===== config.mk =====
export PLATFORM = sky130hd
export DESIGN_NAME = id_gpr_file
export DESIGN_NICKNAME = d
export VERILOG_FILES = /design/src/hdl/id_pkg.sv /design/src/hdl/id_gpr_file.sv
export SDC_FILE = /design/constraint.sdc
export NUM_CORES = 2
export LEC_CHECK = 0
export ABC_AREA = 1
export BUFFER_PORTS_ARGS = -buffer_cell sky130_fd_sc_hd__buf_2
export CORE_ASPECT_RATIO = 1.25
export CORE_MARGIN = 8
export CORE_UTILIZATION = 45
export CTS_BUF_LIST = sky130_fd_sc_hd__clkbuf_8
export CTS_CLUSTER_SIZE = 24
export DETAILED_ROUTE_END_ITERATION = 8
export REMOVE_ABC_BUFFERS = 1
export SLEW_MARGIN = 15
export SYNTH_ARGS = -nofsm -noshare
export SYNTH_HDL_FRONTEND = slang
export SYNTH_SLANG_ARGS = --single-unit

===== constraint.sdc =====
create_clock -name i_clk -period 10.69 [get_ports i_clk]
set_input_delay 3.207 -clock i_clk [delete_from_list [all_inputs] [get_ports i_clk]]
set_output_delay 3.207 -clock i_clk [all_outputs]
set_load 0.05 [all_outputs]

===== src/hdl/id_pkg.sv =====
// widths, payload types, alu op enum, opcode and funct constants, nop encoding
package id_pkg;

  localparam int PC_WD       = 64;
  localparam int INST_WD     = 32;
  localparam int GPR_ADDR_WD = 5;
  localparam int GPR_WD      = 64;
  localparam int IMM_WD      = 64;

  localparam int GPR_COUNT   = 32;

  typedef logic [PC_WD-1:0]       pc_t;
  typedef logic [INST_WD-1:0]     inst_t;
  typedef logic [GPR_ADDR_WD-1:0] gpr_addr_t;
  typedef logic [GPR_WD-1:0]      gpr_data_t;
  typedef logic [IMM_WD-1:0]      imm_t;
  typedef logic [2:0]             br_func_t;   // branch funct3
  typedef logic [2:0]             mem_op_t;    // load/store funct3, size and sign

  // pass hands the link or operand through, execute picks the source
  typedef enum logic [1:0] {
    ALU_ADD  = 2'd0,
    ALU_SUB  = 2'd1,
    ALU_PASS = 2'd2
  } alu_op_e;

  // major opcodes of the supported subset
  localparam logic [6:0] OPC_OP_IMM = 7'b0010011;
  localparam logic [6:0] OPC_OP     = 7'b0110011;
  localparam logic [6:0] OPC_LOAD   = 7'b0000011;
  localparam logic [6:0] OPC_STORE  = 7'b0100011;
  localparam logic [6:0] OPC_BRANCH = 7'b1100011;
  localparam logic [6:0] OPC_JAL    = 7'b1101111;
  localparam logic [6:0] OPC_JALR   = 7'b1100111;

  // funct3 values
  localparam logic [2:0] F3_ADD     = 3'b000;  // addi, add, sub
  localparam logic [2:0] F3_JALR    = 3'b000;
  localparam logic [2:0] F3_DWORD   = 3'b011;  // ld / sd
  localparam br_func_t   BR_BEQ     = 3'b000;
  localparam br_func_t   BR_BNE     = 3'b001;
  localparam br_func_t   BR_BLT     = 3'b100;

  // funct7 values for the register-register ops
  localparam logic [6:0] F7_ADD     = 7'b0000000;
  localparam logic [6:0] F7_SUB     = 7'b0100000;

  // addi x0, x0, 0
  localparam inst_t      NOP_INST   = 32'h0000_0013;

endpackage


===== src/hdl/id_gpr_file.sv =====
// 32 x 64 register file, two read ports, one write port, x0 hard zero
`timescale 1ns/1ps
module id_gpr_file (
  input  logic              i_clk,
  input  logic              i_rst,
  // read ports
  input  id_pkg::gpr_addr_t i_raddr1,
  input  id_pkg::gpr_addr_t i_raddr2,
  output id_pkg::gpr_data_t o_rdata1,
  output id_pkg::gpr_data_t o_rdata2,
  // write port from write back
  input  logic              i_wen,
  input  id_pkg::gpr_addr_t i_waddr,
  input  id_pkg::gpr_data_t i_wdata
);
  import id_pkg::*;

  gpr_data_t regs [GPR_COUNT];

  always_ff @(posedge i_clk) begin
    if (i_rst) begin
      for (int i = 0; i < GPR_COUNT; i++) begin
        regs[i] <= '0;
      end
    end else if (i_wen && i_waddr != '0) begin   // x0 never written
      regs[i_waddr] <= i_wdata;
    end
  end

  // no write-through, same cycle results come over the bypass
  assign o_rdata1 = regs[i_raddr1];
  assign o_rdata2 = regs[i_raddr2];

endmodule


==> flow_summary.json <==
{
  "outcome": "finished, violations left",
  "violations": "design-rule violations",
  "port_buffers": 209,
  "power_frac_comb": 0.149,
  "tritoncts": "built",
  "instances_no_fill": 16900,
  "power_density_mw_per_mm2": 160,
  "fp.dieArea_mm2": 0.263,
  "worstPathRequired_ns": 7.48,
  "critPathKind": "in2out",
  "final_core_util": 0.487,
  "fill_cells": 23200,
  "ys_seq_area_frac": 0.553,
  "swShare": 0.309,
  "largest_register_ffs": 2048,
  "die_w_um": 461,
  "cp_data_arrival_time_ns": 6.18,
  "min_from": "i_rst",
  "syn_area_per_cell_um2": 8.09,
  "wl_um": 481000,
  "initial_core_util": 0.451,
  "leakagePower_nw": 49.2,
  "cts-root-buf": "clkbuf_8",
  "cts_sinks": 2048,
  "cts_resized": 0,
  "fin_crit_sh": 0.878,
  "synth_top_area_cell": "edfxtp_1",
  "row_count": 204,
  "place.gp.congestion": 0.884,
  "place_inst": 16200,
  "die_h_um": 572,
  "clkSlewWorstSetupHoldPaths_ns": 0.06,
  "tightest_slew_ns": 1.25,
  "synthCells": 13700,
  "clockBufferDepth": 4,
  "finalHoldViolCount": 0,
  "first_iter_violations": 17400,
  "dp_hpwl_um": 243000,
  "setup_viol": 0,
  "antenna_found_initial": 17,
  "whs_path_depth": 1,
  "vias": 107000,
  "grt_pass1_wl_um": 684000,
  "clock_power_share": 0.354,
  "irDropWorstVdd_mv": 0.0891,
  "ys_warn_count": 0,
  "rsz0062_at_grt": "no",
  "overflow": 0,
  "power.switching_w": 0.00592,
  "slew_viol_final": 0,
  "pwr-share-seq": 0.498,
  "drt_pre_antenna_iters": 9,
  "period_needed_ns": 9.38,
  "pin_count": 210,
  "max_freq_mhz": 107,
  "power.internal_w": 0.0132,
  "largestRegisters": "regs (2048)",
  "startpoint_type": "primary input",
  "track_usage": 0.348,
  "cts_buffers": 350,
  "antenna_left": 0,
  "cp_max_fo": 117,
  "grt_max_degree": 150,
  "grt_pass1_vias": 104000,
  "via_per_inst": 6.37,
  "synth_top_cell_area_share": 0.553,
  "synth_area_leaders": "edfxtp_1 (55%), nand3_1 (16%), nand2_1 (16%)",
  "layout-drive-gt1-share": 0.0687,
  "fin_nets": 13400,
  "top_register": "regs",
  "post_cts_buffers": 0,
  "area_delta_synth_final_pct": 7.86,
  "core_area_mm2": 0.246,
  "min_to": "regs[0][9]$_SDFFCE_PN0P_",
  "end_kind": "output port",
  "wl_per_cell_um": 28.5,
  "cts_hold_buf": 0,
  "cts-htree-levels": 5,
  "synthesis.area_mm2": 0.111,
  "maxCapViolations": 0,
  "drc_errors": 1,
  "synth.distinct_cells": 15,
  "synth_seq_cells": 2048,
  "relSlewSlack": 0.162,
  "hold_path_class": "in2reg"
}
-- synthesized netlist by cell type (all sizes together) --
cell type / instances
nand2: 4670
nand3: 3649
edfxtp: 2048
nor2: 1985
buf: 891
clkbuf: 398
inv: 85
nor3: 7
nand4: 4
clkinv: 1
conb: 1
-- kinds of logic after synthesis --
kind of cell	count (synthesis)	synth area share
flops	2048	0.553
buf+inv	1375	0.0573
simple gates	10300	0.389
other cells	1	0.0000337
-- layout by cell type, fill, tap and decap left out, types with 7 or more instances in the layout --
cell type / synthesis / layout
buf_12: 0 / 63
buf_2: 737 / 198
buf_4: 31 / 163
bufinv_16: 0 / 7
clkbuf_8: 0 / 358
clkinv_1: 1 / 97
clkinv_2: 0 / 42
clkinvlp_4: 0 / 7
conb_1: 1 / 64
diode_2: 0 / 15
edfxtp_1: 2048 / 2048
inv_1: 79 / 169
inv_8: 0 / 11
nand2_1: 4670 / 4608
nand2_4: 0 / 61
nand3_1: 3649 / 3649
nor2_1: 1985 / 1985
-- stage by stage --
step           cell area [µm²]  total power, W  hold slack [ns]  setup TNS [ns]  setup slack, ns
5_1_grt                 120000          0.0196             2.58               0             1.35
2_1_floorplan           105000          0.0113             3.32         -555.84            -4.42
3_5_place_dp            114000          0.0124             3.67               0             1.54
4_1_cts                 120000          0.0190             2.56               0             1.53
3_3_place_gp            114000          0.0124             3.67               0             1.53
6_report                120000          0.0191             2.61               0             1.31
-- critical path, stage by stage --
cell and delay (ns):
buf_8 0.24, inv_8 0.70, buf_12 0.54, nand2_1 0.10, nand3_1 0.10, nand3_1 0.13
nand2_1 0.16, nand2_1 0.07, nand2_1 0.09, nand2_1 0.05, nand2_1 0.19, buf_2 0.31
-- how the worst max path moves through the flow --
stage,start,slack (ns),to
finish,i_raddr2[0],1.31,o_rdata2[42]
global route,i_raddr2[0],1.35,o_rdata2[12]
CTS,i_raddr2[0],1.53,o_rdata2[42]
detailed placement,i_raddr2[0],1.54,o_rdata2[42]
global placement,i_raddr2[0],1.53,o_rdata2[54]
floorplan,i_raddr2[0],-4.42,o_rdata2[11]
-- power groups by stage --
stage	Clock, W	Combinational, W	Sequential, W
6_report	0.00677	0.00285	0.00953
5_1_grt	0.00708	0.00299	0.00957
4_1_cts	0.00676	0.00276	0.00951
3_5_place_dp	0	0.00276	0.00968
3_3_place_gp	0	0.00272	0.00965
2_1_floorplan	0	0.00171	0.00963
-- layer usage --
| metal | up-vias | GRT usage | share of wire |
|---|---|---|---|
| met2 | 9266 | 0.543 | 0.44 |
| met1 | 50900 | 0.427 | 0.35 |
| li1 | 45000 | - | - |
| met5 | - | 0 | 0.000027 |
| met3 | 2360 | 0.0770 | 0.13 |
| met4 | 2 | 0.253 | 0.083 |
-- area by class of cell --
type | count | area, µm² | area share
clock buffer | 356 | 4900 | 0.0409
timing repair buffer | 433 | 3600 | 0.0301
multi-input combinational | 10400 | 44000 | 0.367
sequential | 2048 | 61500 | 0.513
inverter | 86 | 388 | 0.00323
antenna | 15 | 37.5 | 0.000313
clock inverter | 259 | 1340 | 0.0112
tap | 3296 | 4120 | 0.0344
Note: power is estimated with default switching activity, not from simulation.
