## config.mk

```make
export PLATFORM = sky130hd
export DESIGN_NAME = id_branch_unit
export DESIGN_NICKNAME = d
export VERILOG_FILES = /design/src/hdl/id_pkg.sv /design/src/hdl/id_branch_unit.sv
export SDC_FILE = /design/constraint.sdc
export NUM_CORES = 1
export LEC_CHECK = 0
export ABC_AREA = 1
export BUFFER_PORTS_ARGS = -buffer_cell sky130_fd_sc_hd__buf_2
export CAP_MARGIN = 5
export CORE_ASPECT_RATIO = 1.5
export CORE_MARGIN = 4
export CORE_UTILIZATION = 50
export DETAILED_ROUTE_END_ITERATION = 6
export GPL_ROUTABILITY_DRIVEN = 0
export PLACE_DENSITY = 0.77
export SYNTH_ARGS = -nofsm -noshare
export SYNTH_HDL_FRONTEND = slang
export SYNTH_SLANG_ARGS = --single-unit
```

## constraint.sdc

```tcl
create_clock -name vclk -period 4
set_input_delay 1.2 -clock vclk [all_inputs]
set_output_delay 1.2 -clock vclk [all_outputs]
set_load 0.01 [all_outputs]
```

## src/hdl/id_pkg.sv

```systemverilog
// widths, payload types, alu op enum, opcode and funct constants, nop encoding
package id_pkg;

  localparam int PC_WD       = 64;
  localparam int INST_WD     = 32;
  localparam int GPR_ADDR_WD = 5;
  localparam int GPR_WD      = 64;
  localparam int IMM_WD      = 64;

  localparam int GPR_COUNT   = 32;

  typedef logic [PC_WD-1:0]       pc_t;
  typedef logic [INST_WD-1:0]     inst_t;
  typedef logic [GPR_ADDR_WD-1:0] gpr_addr_t;
  typedef logic [GPR_WD-1:0]      gpr_data_t;
  typedef logic [IMM_WD-1:0]      imm_t;
  typedef logic [2:0]             br_func_t;   // branch funct3
  typedef logic [2:0]             mem_op_t;    // load/store funct3, size and sign

  // pass hands the link or operand through, execute picks the source
  typedef enum logic [1:0] {
    ALU_ADD  = 2'd0,
    ALU_SUB  = 2'd1,
    ALU_PASS = 2'd2
  } alu_op_e;

  // major opcodes of the supported subset
  localparam logic [6:0] OPC_OP_IMM = 7'b0010011;
  localparam logic [6:0] OPC_OP     = 7'b0110011;
  localparam logic [6:0] OPC_LOAD   = 7'b0000011;
  localparam logic [6:0] OPC_STORE  = 7'b0100011;
  localparam logic [6:0] OPC_BRANCH = 7'b1100011;
  localparam logic [6:0] OPC_JAL    = 7'b1101111;
  localparam logic [6:0] OPC_JALR   = 7'b1100111;

  // funct3 values
  localparam logic [2:0] F3_ADD     = 3'b000;  // addi, add, sub
  localparam logic [2:0] F3_JALR    = 3'b000;
  localparam logic [2:0] F3_DWORD   = 3'b011;  // ld / sd
  localparam br_func_t   BR_BEQ     = 3'b000;
  localparam br_func_t   BR_BNE     = 3'b001;
  localparam br_func_t   BR_BLT     = 3'b100;

  // funct7 values for the register-register ops
  localparam logic [6:0] F7_ADD     = 7'b0000000;
  localparam logic [6:0] F7_SUB     = 7'b0100000;

  // addi x0, x0, 0
  localparam inst_t      NOP_INST   = 32'h0000_0013;

endpackage

```

## src/hdl/id_branch_unit.sv

```systemverilog
// branch condition evaluation and jump target computation
`timescale 1ns/1ps
module id_branch_unit (
  input  id_pkg::pc_t       i_pc,
  input  id_pkg::imm_t      i_imm,
  input  id_pkg::gpr_data_t i_rs1_data,
  input  id_pkg::gpr_data_t i_rs2_data,
  input  logic              i_bren,
  input  id_pkg::br_func_t  i_br_func,
  input  logic              i_jal,
  input  logic              i_jalr,
  output logic              o_br_sel,
  output id_pkg::pc_t       o_br_target
);
  import id_pkg::*;

  logic cond;
  pc_t  pc_rel;
  pc_t  reg_rel;

  always_comb begin
    case (i_br_func)
      BR_BEQ:  cond = (i_rs1_data == i_rs2_data);
      BR_BNE:  cond = (i_rs1_data != i_rs2_data);
      BR_BLT:  cond = ($signed(i_rs1_data) < $signed(i_rs2_data));
      default: cond = 1'b0;
    endcase
  end

  assign pc_rel  = i_pc + i_imm;
  assign reg_rel = i_rs1_data + i_imm;

  assign o_br_sel    = i_jal || i_jalr || (i_bren && cond);
  assign o_br_target = i_jalr ? {reg_rel[63:1], 1'b0} : pc_rel;   // jalr clears bit 0

  always_comb begin
    a_sel_kind: assert (!o_br_sel || i_bren || i_jal || i_jalr)
      else $error("redirect selected without a branch or jump");
  end

endmodule

```

==> results by stage, run 1 <==
Outcome:
- The run stopped with a tool error.
- The step where the flow halted is 5_1_grt.
- The first error in the log reads "[ERROR GRT-0116] Global routing finished with congestion. Check the congestion regions in the DRC Viewer".

Die:
- The floorplan die height is between 150 and 200 um.
- The width of the die is 135 um.
- The placement row count is 69.
- The starting density of the core is 51.0%.
- The I/O pin count is between 300 and 400.

Logic synthesis:
- The netlist uses 44 different library cells.
- In this run the cell area of the synthesized design comes to 12,100 sq um.
- The count of synthesis-stage warnings from yosys is 0.
- The net count of the mapped netlist is between 2,000 and 3,000.
- The instance count of the mapped netlist is around 2,400.
- The share of the synthesized area in the top cell type is between 10% and 20%.
- Averaged over all synthesized cells, the footprint is between 5 and 6 sq um.
- Yosys instantiated no cell more often than sky130_fd_sc_hd__nand2_1.
- By count the netlist is led by 564 x sky130_fd_sc_hd__nand2_1, 381 x sky130_fd_sc_hd__inv_1, 366 x sky130_fd_sc_hd__nor2_1.
- Yosys attributes the largest share of cell area to sky130_fd_sc_hd__ha_1 20%, sky130_fd_sc_hd__nand2_1 17%, sky130_fd_sc_hd__inv_1 12%.
- The biggest area consumer among synthesized cells is sky130_fd_sc_hd__ha_1.
- After synthesis, flip-flops and latches occupy 0% of the total area.

Place:
- The sum of net half-perimeters after detailed placement is approximately 57,000 um.
- The quantity of I/O buffers inserted on ports is around 330.

Global route:
- The total overflow left after global routing is 1,693.
- The via count of the first global-routing pass is approximately 31,000.
- The largest net degree at the start of global routing is just over 60.
- The global-route wire length before repair is between 150,000 and 200,000 um.
- The global-route total usage across every layer is 92.7%.
[cell families after synthesis]
family                   count (synthesis)  synth area share (%)
adder cells (fa/ha/maj)                191                  19.9
XOR/XNOR                                28                  2.03
multiplexers                             1                0.0827
AND/OR/NAND/NOR                       1212                  42.0
AO/OA/AOI/OAI                          519                  23.5
buffers and inverters                  403                  12.5
[through the flow]
step	utilization (%)	setup slack, ps	cell area [sq um]	instances	hold WS, ps
after floorplan	-	-32.9	12100	2354	2510
after global placement	75.1	-653	17800	3470	2670
after detailed placement	75.1	-667	17800	3470	2670
after CTS	94.8	-366	22500	3546	2670
[metal layers]
layer | global-route usage (%) | GRT overflow
met4 | 108 | 427
met2 | 120 | 1239
met1 | 83.2 | 18
met5 | 25.6 | 1
met3 | 69.8 | 8
[what timing repair did]
action                     in CTS
pin swaps                     222
gates resized for setup       926
setup endpoints to repair      62
hold buffers                    0
buffers inserted               86
==> run 2: changes to the inputs <==
--- a/config.mk
+++ b/config.mk
@@ -8,12 +8,11 @@
 export ABC_AREA = 1
 export BUFFER_PORTS_ARGS = -buffer_cell sky130_fd_sc_hd__buf_2
 export CAP_MARGIN = 5
-export CORE_ASPECT_RATIO = 1.5
 export CORE_MARGIN = 4
-export CORE_UTILIZATION = 50
+export CORE_UTILIZATION = 35
 export DETAILED_ROUTE_END_ITERATION = 6
 export GPL_ROUTABILITY_DRIVEN = 0
-export PLACE_DENSITY = 0.77
+export PLACE_DENSITY_LB_ADDON = 0.15
 export SYNTH_ARGS = -nofsm -noshare
 export SYNTH_HDL_FRONTEND = slang
 export SYNTH_SLANG_ARGS = --single-unit
==> constraint.sdc (replaced) <==
create_clock -name vclk -period 5.2
set_input_delay 1.56 -clock vclk [all_inputs]
set_output_delay 1.56 -clock vclk [all_outputs]
set_load 0.01 [all_outputs]
==> results by stage, run 2 <==
Logic synthesis:
- The count of synthesis-stage warnings from yosys was 0 (unchanged).
- The number of unique standard cell types used by synthesis is 44 (unchanged).
- The biggest area consumer among synthesized cells is sky130_fd_sc_hd__ha_1 (unchanged).
- The mean instance size in the synthesized netlist is 5.14 sq um (unchanged).
- The net count of the mapped netlist is 2,807 (unchanged).
- The post-synthesis sequential area ratio is 0% (unchanged).
- The instance count of the mapped netlist is 2,354 (unchanged).
- Leading cell types by count after synthesis: 564 x sky130_fd_sc_hd__nand2_1, 381 x sky130_fd_sc_hd__inv_1, 366 x sky130_fd_sc_hd__nor2_1 (unchanged).
- The share of the synthesized area in the top cell type is 19.5% (unchanged).
- Cell types with the largest area share after synthesis: sky130_fd_sc_hd__ha_1 20%, sky130_fd_sc_hd__nand2_1 17%, sky130_fd_sc_hd__inv_1 12% (unchanged).
- The post-synth design cell area is 12,100 sq um (unchanged).
- The most frequently used cell type in the post-synthesis netlist was sky130_fd_sc_hd__nand2_1 (unchanged).

Job:
- The number of max-capacitance violations reported is 0.

STA:
- Headroom to the max-slew limit came out at about 47%.
- Setup repair after global routing could not meet its margin everywhere.
- Derived from the worst setup path, the maximum achievable clock frequency is about 190 MHz.
- The final cycle utilization of the critical path is 101%.
- After layout, the minimum clock period comes to roughly 5300 ps.
- After layout, the worst setup slack is -60.1 ps.
- At the pin with the least slew margin, the transition time is about 800 ps.
- The hold violation count in the final report is 0.
- The final number of max-transition violations came to 0.
- The number of setup violations in the final report is 12.

Cells and area:
- Relative to the synthesized area, the layout overhead comes to 67.9%.
- Leaving out fill and tap cells, the most frequent cells in the layout are 473 x sky130_fd_sc_hd__nand2_1, 405 x sky130_fd_sc_hd__buf_4, 356 x sky130_fd_sc_hd__inv_1, 307 x sky130_fd_sc_hd__buf_2, 228 x sky130_fd_sc_hd__nor2_1.
- In the final design database the tool counted ~3,500 nets.
- The number of fill cells is between 3,000 and 4,000.
- The post-route netlist has between 40% and 50% of its cells at a drive strength greater than 1.
- The number of clock-tree buffers in the layout is 0.
- Summing all multi-input logic gate instances after layout gives about 13,000 sq um.
- The finished layout holds between 3,000 and 4,000 standard cells, fillers aside.
- Across the whole layout, storage elements account for 0 sq um.
- Leaving out fill and tap cells, the most frequent cell in the layout is sky130_fd_sc_hd__nand2_1.
- There are 0 flip-flops and latches.

Die:
- The width of the die is 194 um (was 135 um).
- The I/O pin count is 327 (unchanged).
- The total core area is approximately 34,000 sq um.
- The die area is ~38,000 sq um.
- The starting density of the core is 35.8% (was 51.0%).
- The placement row count is 67 (was 69).
- The floorplan die height is 194 um (was 199 um).

Critical path:
- Data on the critical path arrives at its endpoint at between 3000 and 4000 ps.
- The type of element launching the critical path is an input pin.
- The highest net fanout along the worst path is 5.
- The data required time of the worst path is around 3600 ps.
- The critical path class is input pin to output pin.
- STA classifies the critical path endpoint as an output pin.

Global route:
- The via count of the first global-routing pass is roughly 18,000.
- The largest net degree at the start of global routing is 74.
- The initial antenna violation count came to 0.
- The global-route total usage across every layer is between 30% and 40%.
- For this run the aggregate overflow at the end of global routing stands at 0.
- The global-route wire length before repair is approximately 99,000 um.

Routing:
- The via density per instance is approximately 5.5.
- The number of DRC markers in iteration 0 is around 1,900.
- The post-detailed-route wirelength per cell is around 20 um.
- The highest signal layer in the routed design is met4.
- Detailed routing placed a total of 7370 um of wire on met3.
- The total iterations of the first detailed-routing run is 7.
- The routed design uses 31,000 um of met2 wire.
- The final layout contains routed wiring with a total length of about 70,000 um.
- The routed metal-1 wire length is around 27,000 um.
- The number of remaining DRC errors is 7.
- The count of nets left with antenna violations once routing finished came out at 0.
- Across all layers, the routed design uses 19,400 vias.

Place:
- The sum of net half-perimeters after detailed placement is 59,100 um (was 57,500 um).
- The worst slack at placement is -257 ps (was -667 ps).
- The instance count after placement with tap cells included is 3,484 (was 3,470).
- The quantity of I/O buffers inserted on ports is 327 (unchanged).

Worst hold path:
- In this run the worst hold path is classified as input pin to output pin.

Outcome:
- Outcome: finished, violations left (was aborted with a tool error).
- The final reports fail on DRC, setup timing.

Power:
- IR analysis of the VDD net gives a maximum drop of 64.3 uV.
- The total power divided by cell area is approximately 130 nW/um^2.
- The design draws approximately 2600 uW.
- The leakage power total is between 0.009 and 0.01 uW.

Clocking:
- The quantity of hold-fixing buffers added after cts was 0 (unchanged).
-- run 2: cell counts after synthesis --
Identical to the previous run, type by type.
-- run 2: where the power goes --
| group | leakage (uW) | total (uW) | internal (uW) | switching, uW |
|---|---|---|---|---|
| clock | 0.00000000634 | 0.00000384 | 0.00000384 | 0 |
| sequential | 0 | 0 | 0 | 0 |
| combinational | 0.00958 | 2590 | 1100 | 1500 |
-- run 2: through the flow --
step	hold slack (ps)	setup TNS, ps	util, %	cell area, sq um
3_3_place_gp	3410	-5610	50.4	17100
6_report	3400	-240	60.0	20300
4_1_cts	3410	-128	53.1	18000
3_5_place_dp	3410	-5940	50.4	17100
5_1_grt	3430	-2330	60.0	20300
2_1_floorplan	3230	0	-	12100
-- run 2: path summary, 6_finish.rpt --
kind                   from               to  slack [ps]  depth (start not counted)
hold / removal        i_jal         o_br_sel        3400                          4
setup / recovery  i_imm[53]  o_br_target[56]         -60                         13
-- run 2: repair_timing --
item | 4_1_cts | 5_1_grt
endpoints found under the setup margin | 49 | 54
buffers inserted | 18 | 22
pin swaps | 29 | 110
gates resized for setup | 218 | 514
-- run 2: routing by layer --
layer	vias to the layer above	track usage [%]
met5	-	0
met4	0	13.3
met3	240	4.62
met2	1104	54.0
met1	8845	43.6
li1	9195	-
-- run 2: cells by family (layout without fill, tap and decap cells) --
family | after synthesis | count (layout) | share of synthesized area, %
xor+xnor | 28 | 28 | 2.03
compound gates | 519 | 519 | 23.5
simple gates | 1212 | 1212 | 42.0
fa+ha+maj | 191 | 191 | 19.9
buf+inv | 403 | 1124 | 12.5
mux | 1 | 1 | 0.0827
other cells | 0 | 1 | 0
-- run 2: cell type report --
| type | count | area share, % |
|---|---|---|
| timing repair buffer | 734 | 23.7 |
| inverter | 390 | 7.20 |
| tap | 448 | 2.76 |
| multi-input combinational | 1951 | 66.3 |
| antenna | 1 | 0.0123 |
-- run 2: critical path, stage by stage --
cell                      delay (ps)
sky130_fd_sc_hd__buf_2           140
sky130_fd_sc_hd__ha_1            390
sky130_fd_sc_hd__nand2_1         110
sky130_fd_sc_hd__nor2_1          230
sky130_fd_sc_hd__inv_1           110
sky130_fd_sc_hd__nor3_1          220
sky130_fd_sc_hd__inv_1            80
sky130_fd_sc_hd__nor3_1          150
sky130_fd_sc_hd__nand2_1         120
sky130_fd_sc_hd__nand3_1         100
sky130_fd_sc_hd__nand3_1         170
sky130_fd_sc_hd__nand2_1         160
sky130_fd_sc_hd__buf_2           150
Power figures use the tool's default switching activity.
