### config.mk
export PLATFORM = sky130hd
export DESIGN_NAME = id_hazard_unit
export DESIGN_NICKNAME = d
export VERILOG_FILES = /design/src/hdl/id_pkg.sv /design/src/hdl/id_hazard_unit.sv
export SDC_FILE = /design/constraint.sdc
export NUM_CORES = 1
export LEC_CHECK = 0
export BUFFER_PORTS_ARGS = -buffer_cell sky130_fd_sc_hd__buf_4
export CORE_AREA = 2 2 160 162
export DETAILED_ROUTE_END_ITERATION = 16
export DIE_AREA = 0 0 162 164
export GPL_ROUTABILITY_DRIVEN = 0
export GPL_TIMING_DRIVEN = 0
export SLEW_MARGIN = 20
export SYNTH_ARGS = -nofsm -noshare
export SYNTH_HDL_FRONTEND = slang
export SYNTH_SLANG_ARGS = --single-unit
### constraint.sdc
create_clock -name vclk -period 2.8
set_input_delay 0.56 -clock vclk [all_inputs]
set_output_delay 0.56 -clock vclk [all_outputs]
set_load 0.01 [all_outputs]
### src/hdl/id_pkg.sv
// widths, payload types, alu op enum, opcode and funct constants, nop encoding
package id_pkg;

  localparam int PC_WD       = 64;
  localparam int INST_WD     = 32;
  localparam int GPR_ADDR_WD = 5;
  localparam int GPR_WD      = 64;
  localparam int IMM_WD      = 64;

  localparam int GPR_COUNT   = 32;

  typedef logic [PC_WD-1:0]       pc_t;
  typedef logic [INST_WD-1:0]     inst_t;
  typedef logic [GPR_ADDR_WD-1:0] gpr_addr_t;
  typedef logic [GPR_WD-1:0]      gpr_data_t;
  typedef logic [IMM_WD-1:0]      imm_t;
  typedef logic [2:0]             br_func_t;   // branch funct3
  typedef logic [2:0]             mem_op_t;    // load/store funct3, size and sign

  // pass hands the link or operand through, execute picks the source
  typedef enum logic [1:0] {
    ALU_ADD  = 2'd0,
    ALU_SUB  = 2'd1,
    ALU_PASS = 2'd2
  } alu_op_e;

  // major opcodes of the supported subset
  localparam logic [6:0] OPC_OP_IMM = 7'b0010011;
  localparam logic [6:0] OPC_OP     = 7'b0110011;
  localparam logic [6:0] OPC_LOAD   = 7'b0000011;
  localparam logic [6:0] OPC_STORE  = 7'b0100011;
  localparam logic [6:0] OPC_BRANCH = 7'b1100011;
  localparam logic [6:0] OPC_JAL    = 7'b1101111;
  localparam logic [6:0] OPC_JALR   = 7'b1100111;

  // funct3 values
  localparam logic [2:0] F3_ADD     = 3'b000;  // addi, add, sub
  localparam logic [2:0] F3_JALR    = 3'b000;
  localparam logic [2:0] F3_DWORD   = 3'b011;  // ld / sd
  localparam br_func_t   BR_BEQ     = 3'b000;
  localparam br_func_t   BR_BNE     = 3'b001;
  localparam br_func_t   BR_BLT     = 3'b100;

  // funct7 values for the register-register ops
  localparam logic [6:0] F7_ADD     = 7'b0000000;
  localparam logic [6:0] F7_SUB     = 7'b0100000;

  // addi x0, x0, 0
  localparam inst_t      NOP_INST   = 32'h0000_0013;

endpackage

### src/hdl/id_hazard_unit.sv
// operand forwarding from execute and memory, load-use stall detection
`timescale 1ns/1ps
module id_hazard_unit (
  input  id_pkg::gpr_addr_t i_rs1,
  input  id_pkg::gpr_addr_t i_rs2,
  input  id_pkg::gpr_data_t i_rf_data1,
  input  id_pkg::gpr_data_t i_rf_data2,
  // execute bypass
  input  id_pkg::gpr_addr_t i_es_rd,
  input  id_pkg::gpr_data_t i_es_result,
  input  logic              i_es_load_sel,
  // memory bypass
  input  id_pkg::gpr_addr_t i_ms_rd,
  input  id_pkg::gpr_data_t i_ms_result,
  output id_pkg::gpr_data_t o_rs1_data,
  output id_pkg::gpr_data_t o_rs2_data,
  output logic              o_load_stall
);
  import id_pkg::*;

  logic es_hit1;
  logic es_hit2;
  logic ms_hit1;
  logic ms_hit2;

  // x0 is never a forwarding source
  function automatic logic hit(input gpr_addr_t rd, input gpr_addr_t rs);
    return (rd != '0) && (rd == rs);
  endfunction

  // youngest producer wins
  function automatic gpr_data_t pick(input logic es_hit, input logic ms_hit,
                                     input gpr_data_t es_data, input gpr_data_t ms_data,
                                     input gpr_data_t rf_data);
    if (es_hit) begin
      return es_data;
    end else if (ms_hit) begin
      return ms_data;
    end
    return rf_data;
  endfunction

  assign es_hit1 = hit(i_es_rd, i_rs1);
  assign es_hit2 = hit(i_es_rd, i_rs2);
  assign ms_hit1 = hit(i_ms_rd, i_rs1);
  assign ms_hit2 = hit(i_ms_rd, i_rs2);

  assign o_rs1_data = pick(es_hit1, ms_hit1, i_es_result, i_ms_result, i_rf_data1);
  assign o_rs2_data = pick(es_hit2, ms_hit2, i_es_result, i_ms_result, i_rf_data2);

  // load data only exists once the load reaches memory
  assign o_load_stall = i_es_load_sel && (es_hit1 || es_hit2);

endmodule

==> out/summary.txt, run 1 <==
Status: complete, but fails checks
Failing checks: negative setup slack
Final setup viols: 116
Drt pass-1 iters: 6
HP Start: i_rf_data1[43]
First-pass GRT wire length: 43,170 µm
Hold Path Sink: o_rs1_data[43]
Fin util: 36.76%
Max_cap viols: 0
Slowest stage delay, CP: 0.57 ns
Worst setup SP type: input pin
Tcrit/Tclk final: 106.1%
Largest net degree at the start of global routing: 11
GR Overflow Total: 0
Data arrival, critical path: 2.41 ns
Core Region: 0.02482 mm²
Hold slack: 1.487 ns
Distinct cells, synth: 20
Post-DRT Antenna Nets: 0
Final critical-path required period: 2.971 ns
Delay-heaviest family, CP: buffers and inverters
Commonest non-fill, non-tap cell in the layout: buf_4
Sequential element share of the synthesized area: 0%
Crit path required time: 2.24 ns
Number of remaining DRC errors: 0
Routed WL: 31,160 µm
Hold Vio Cnt, Final: 0
Final WS setup: -0.1712 ns
FF+latch count: 0
CP cell instances: buf_8 > or4_4 > o211ai_4 > buf_6 > buf_12 > buf_12 > buf_8 > or3_1 > a31oi_1 > buf_4
CLK BUF: 0
Slew @ Worst Pin: 0.4945 ns
CP Class: input pin to output port
Gr usage total: 20.55%
Initial core utilization: 16.36%
Buf+Inv Stages, Crit Path: 6
Starting DRT DRC Count: 564
HPWL reported at the end of detailed placement: 22,700 µm
Die Span Y: 164 µm
Mean Syn Cell Area: 5.745 µm²
Via count: 7,630
Critical Path End Type: output port
Synth Warn #: 0
Num ports: 406
Synth-to-layout area growth: 124.6%
Vias in the first global route: 7,321
Via density: 5.187
Mapped cell area: 0.004061 mm²
Reg area: 0 µm²
Fin nets: 1,420
Slew HR: 67.03%
Post-Syn Instances: 707
Post-synthesis net count: 984
FMAX: 0.3366 GHz
Layout cells sized above 1: 52.06%
CP max-delay cell: or4_4
Worst-path maximum fanout: 5
LEAKAGE: 0.003785 µW
# diodes: 0
Commonest cells after routing, fill and taps aside: 390 x buf_4, 116 x nor3_1, 110 x or3_1
Peak VDD IR: 0.0001015 V
Die Wd: 162 µm
Design Power: 1916 µW
Worst hold path type: input pin to output port
Num rows: 58
IO buf count: 406
Pwr per Cell Area: 210.0 mW/mm²
Hold depth: 4
Initial antenna violation count: 0
Routed length per instance: 21.18 µm
Max-slew violations: 0
RSZ-0062 raised after global routing: yes
Area of the die: 0.02657 mm²
kinds of logic after synthesis:
group                     share of synthesized area (%)
buffers and inverters                             22.06
xor gates and xnor gates                          4.313
and+or+nand+nor                                   36.85
AOI/OAI and AO/OA                                 36.78
routing by layer:
metal	up-vias	track usage (%)	share of wire [%]	routed length, µm
li1	3528	-	-	-
met1	3560	25.93	39	12130
met2	478	36.27	49	15280
met3	64	3.864	9.2	2874
met4	0	4.586	2.8	878
met5	-	0	0	0
what timing repair did:
action,4_1_cts,5_1_grt
buffers inserted,14,1
hold buffers,0,0
setup endpoints to repair,128,128
resized for setup,175,151
pin swaps,55,64
gates cloned,8,9
synthesized netlist by cell type, types with 2 or more instances:
master | n | area share [%]
buf_4 | 10 | 1.8
nor3_1 | 128 | 16
nand3_1 | 4 | 0.49
o211ai_2 | 3 | 0.92
o21ai_0 | 128 | 16
buf_6 | 12 | 3.3
a31oi_1 | 128 | 20
clkbuf_1 | 39 | 3.6
or4_4 | 2 | 0.55
buf_12 | 6 | 3.0
buf_2 | 24 | 3.0
xnor2_1 | 20 | 4.3
inv_1 | 64 | 5.9
or3_1 | 128 | 20
clkbuf_4 | 6 | 1.1
power by group:
part / internal (µW) / total (µW) / switching [µW]
clock network: 0 / 0 / 0
registers: 0 / 0 / 0
logic: 976 / 1920 / 940
final cells by class:
| class | count | area, µm² |
|---|---|---|
| Multi-Input combinational cell | 545 | 3835 |
| Tap cell | 330 | 412.9 |
| Buffer | 98 | 965.9 |
| Timing Repair Buffer | 434 | 3670 |
| Fill cell | 2645 | 15700 |
| Inverter | 64 | 240.2 |
worst max path at each step:
stage / start / slack [ns] / cells past startpoint / end
final: i_ms_rd[1] / -0.17 / 10 / o_rs1_data[38]
after global routing: i_ms_rd[1] / -0.22 / 10 / o_rs1_data[43]
after CTS: i_ms_rd[4] / -0.17 / 10 / o_rs1_data[38]
after detailed placement: i_es_rd[4] / -0.42 / 8 / o_rs2_data[45]
after global placement: i_ms_rd[4] / -0.44 / 8 / o_rs1_data[5]
after floorplan: i_es_rd[1] / 0.31 / 6 / o_rs1_data[10]
per-stage QoR:
stage | instances | area, µm² | TNS, ns | setup WS [ns]
after floorplan | 707 | 4061 | 0 | 0.3113
after global placement | 1443 | 7522 | -34.74 | -0.4431
final | 1471 | 9124 | -10.70 | -0.1712
after CTS | 1465 | 8328 | -10.53 | -0.1742
after detailed placement | 1443 | 7522 | -34.79 | -0.4179
after global routing | 1471 | 9124 | -17.85 | -0.2159
Power figures use the tool's default switching activity.
==> inputs of run 2 (changes only) <==
Settings changed: CORE_AREA 2 2 160 162 to 4 4 157 159, DIE_AREA 0 0 162 164 to 0 0 161 163.
==> run 2 against run 1 <==
Net effect:
- global-route usage rose by 0.33 points
- largest power group unchanged
- sequential share of layout area did not move
- combinational power rose by 8%
- maximum frequency barely moved
- the flow still finishes with violations (negative setup slack)
- wire length rose by 4.8%
- worst setup slack improved by 0.0027 ns
- critical path depth did not move
==> out/summary.txt, run 2 (synthesis results as in run 1) <==
Status: complete, but fails checks
Failing checks: negative setup slack
Slew HR: 57.09% (-9.9 points)
Num rows: 56 (-3.4%)
Slowest stage delay, CP: 0.57 ns (about the same)
Starting DRT DRC Count: 669 (+19%)
Worst setup SP type: input pin
RSZ-0062 raised after global routing: yes
Gr usage total: 20.88% (+0.33 points)
Max_cap viols: 0 (unchanged)
CP max-delay cell: or4_4
CLK BUF: 0 (unchanged)
Critical Path End Type: output port
Die Wd: 161 µm (-0.62%)
Hold Vio Cnt, Final: 0 (unchanged)
Net Sw Power: 990.0 µW (+5.3%)
Die Span Y: 163 µm (-0.61%)
CP cell instances: buf_8 > or4_4 > o211ai_4 > buf_6 > buf_12 > buf_12 > buf_8 > or3_1 > a31oi_2 > buf_4
Fin util: 41.09% (+4.3 points)
Vias in the first global route: 7,460 (+1.9%)
Tcrit/Tclk final: 106.0% (about the same)
Via count: 7,891 (+3.4%)
Final setup viols: 122 (+5.2%)
Sw Share: 47.70% (-1.4 points)
# diodes: 0 (unchanged)
GR Overflow Total: 0 (unchanged)
Routed length per instance: 22.03 µm (+4.0%)
Commonest non-fill, non-tap cell in the layout: buf_4
Crit path required time: 2.24 ns (about the same)
Peak VDD IR: 0.00009877 V (-2.7%)
Synth-to-layout area growth: 135.4%
Fin nets: 1,443 (+1.6%)
Hold buffer count at cts: 0 (unchanged)
Largest net degree at the start of global routing: 11 (unchanged)
FF+latch count: 0 (unchanged)
Worst slack, placed: -0.4191 ns (-0.001152 ns)
Num ports: 406 (unchanged)
Layout cells sized above 1: 55.41% (+3.4 points)
Register share of total power: 0% (unchanged)
Final critical-path required period: 2.968 ns (-0.002698 ns)
Drt pass-1 iters: 7 (+1)
Routed WL: 32,670 µm (+4.8%)
Cell-internal power: 1086 µW (+11%)
Crit path capture: o_rs2_data[45]
Logic pwr share: 100.0% (about the same)
Via density: 5.321 (+2.6%)
Worst setup path startpoint: i_ms_rd[2]
Data arrival, critical path: 2.41 ns (about the same)
Initial antenna violation count: 0 (unchanged)
Clock Power Share: 0% (unchanged)
IO buf count: 406 (unchanged)
Pwr per Cell Area: 217.1 mW/mm² (+3.4%)
Reg area: 0 µm² (unchanged)
Core Region: 0.02326 mm² (-6.3%)
Worst hold path type: input pin to output port
Worst-path maximum fanout: 8 (+3)
Max-slew violations: 0 (unchanged)
First-pass GRT wire length: 43,870 µm (+1.6%)
Final WS setup: -0.1685 ns (+0.002698 ns)
Commonest cells after routing, fill and taps aside: 397 x buf_4, 119 x nor3_1, 100 x or3_1
HPWL reported at the end of detailed placement: 23,250 µm (+2.4%)
Post-DRT Antenna Nets: 0 (unchanged)
LEAKAGE: 0.004013 µW (+6.0%)
CP Class: input pin to output port
Initial core utilization: 17.46% (+1.1 points)
Setup TNS: -11.62 ns (-0.9244 ns)
Area of the die: 0.02624 mm² (-1.2%)
Slew @ Worst Pin: 0.6437 ns (+0.1492 ns)
Number of remaining DRC errors: 0 (unchanged)
FMAX: 0.3369 GHz (about the same)
Number of fill cells: 2,435 (-7.9%)
==> run 2: cell count changes in the layout (fill, tap and decap cells not counted), moves of 3 or more <==
cell       previous run  this run
clkbuf_2             12        15
nor3_1              116       119
clkbuf_16             9        16
or3_4                18        28
buf_8                18        24
o21ai_0              77        48
clkbuf_1             22        19
o21ai_2              14        32
buf_6                48        53
buf_2                 4         0
or3_1               110       100
buf_4               390       397
o21ai_1              36        48
==> run 2: power groups by stage <==
stage | sequential, µW | combinational [µW] | clock (µW)
after global routing | 0 | 2170 | 0
final | 0 | 2080 | 0
after floorplan | 0 | 665 | 0
after CTS | 0 | 1740 | 0
after detailed placement | 0 | 1510 | 0
after global placement | 0 | 1510 | 0
==> run 2: how the worst min path moves through the flow <==
stage | startpoint | to | cells past startpoint
floorplan | i_es_load_sel | o_load_stall | 1
global placement | i_es_load_sel | o_load_stall | 3
detailed placement | i_es_load_sel | o_load_stall | 3
CTS | i_es_load_sel | o_load_stall | 3
global route | i_rf_data2[60] | o_rs2_data[60] | 4
finish | i_es_load_sel | o_load_stall | 3
==> run 2: final cells by class <==
cell class / instances / area [µm²] / share of cell area [%]
tap: 319 / 399.1 / 4.175
multi-input combinational: 545 / 3914 / 40.94
timing repair buffer: 460 / 4031 / 42.17
inverter: 64 / 240.2 / 2.513
buffer: 95 / 974.7 / 10.20
==> run 2: critical path, delay by kind of cell <==
kind	cells	cell delay (ns)
compound gates	2	0.33
buf+inv	6	0.81
simple gates	2	0.68
==> run 2: metrics by stage <==
stage | hold slack [ns] | area [µm²] | instances | power (µW)
6_report | 1.469 | 9559 | 1483 | 2076
3_5_place_dp | 1.483 | 7508 | 1432 | 1510
4_1_cts | 1.484 | 8269 | 1461 | 1736
2_1_floorplan | 1.262 | 4061 | 707 | 664.9
3_3_place_gp | 1.478 | 7508 | 1432 | 1510
5_1_grt | 1.496 | 9559 | 1483 | 2174
==> run 2: layer usage <==
layer / vias up / global-route usage, % / share of wire (%)
met3: 63 / 3.619 / 9.0
met4: 0 / 2.753 / 2.4
li1: 3577 / - / -
met1: 3732 / 26.58 / 39
met5: - / 0 / 0
met2: 519 / 37.87 / 50
==> run 2: timing repair <==
| action | CTS | global route |
|---|---|---|
| pin swaps | 39 | 155 |
| resized for setup | 140 | 265 |
| gates cloned | 11 | 17 |
| setup buffers | 18 | 9 |
| endpoints found under the setup margin | 128 | 128 |
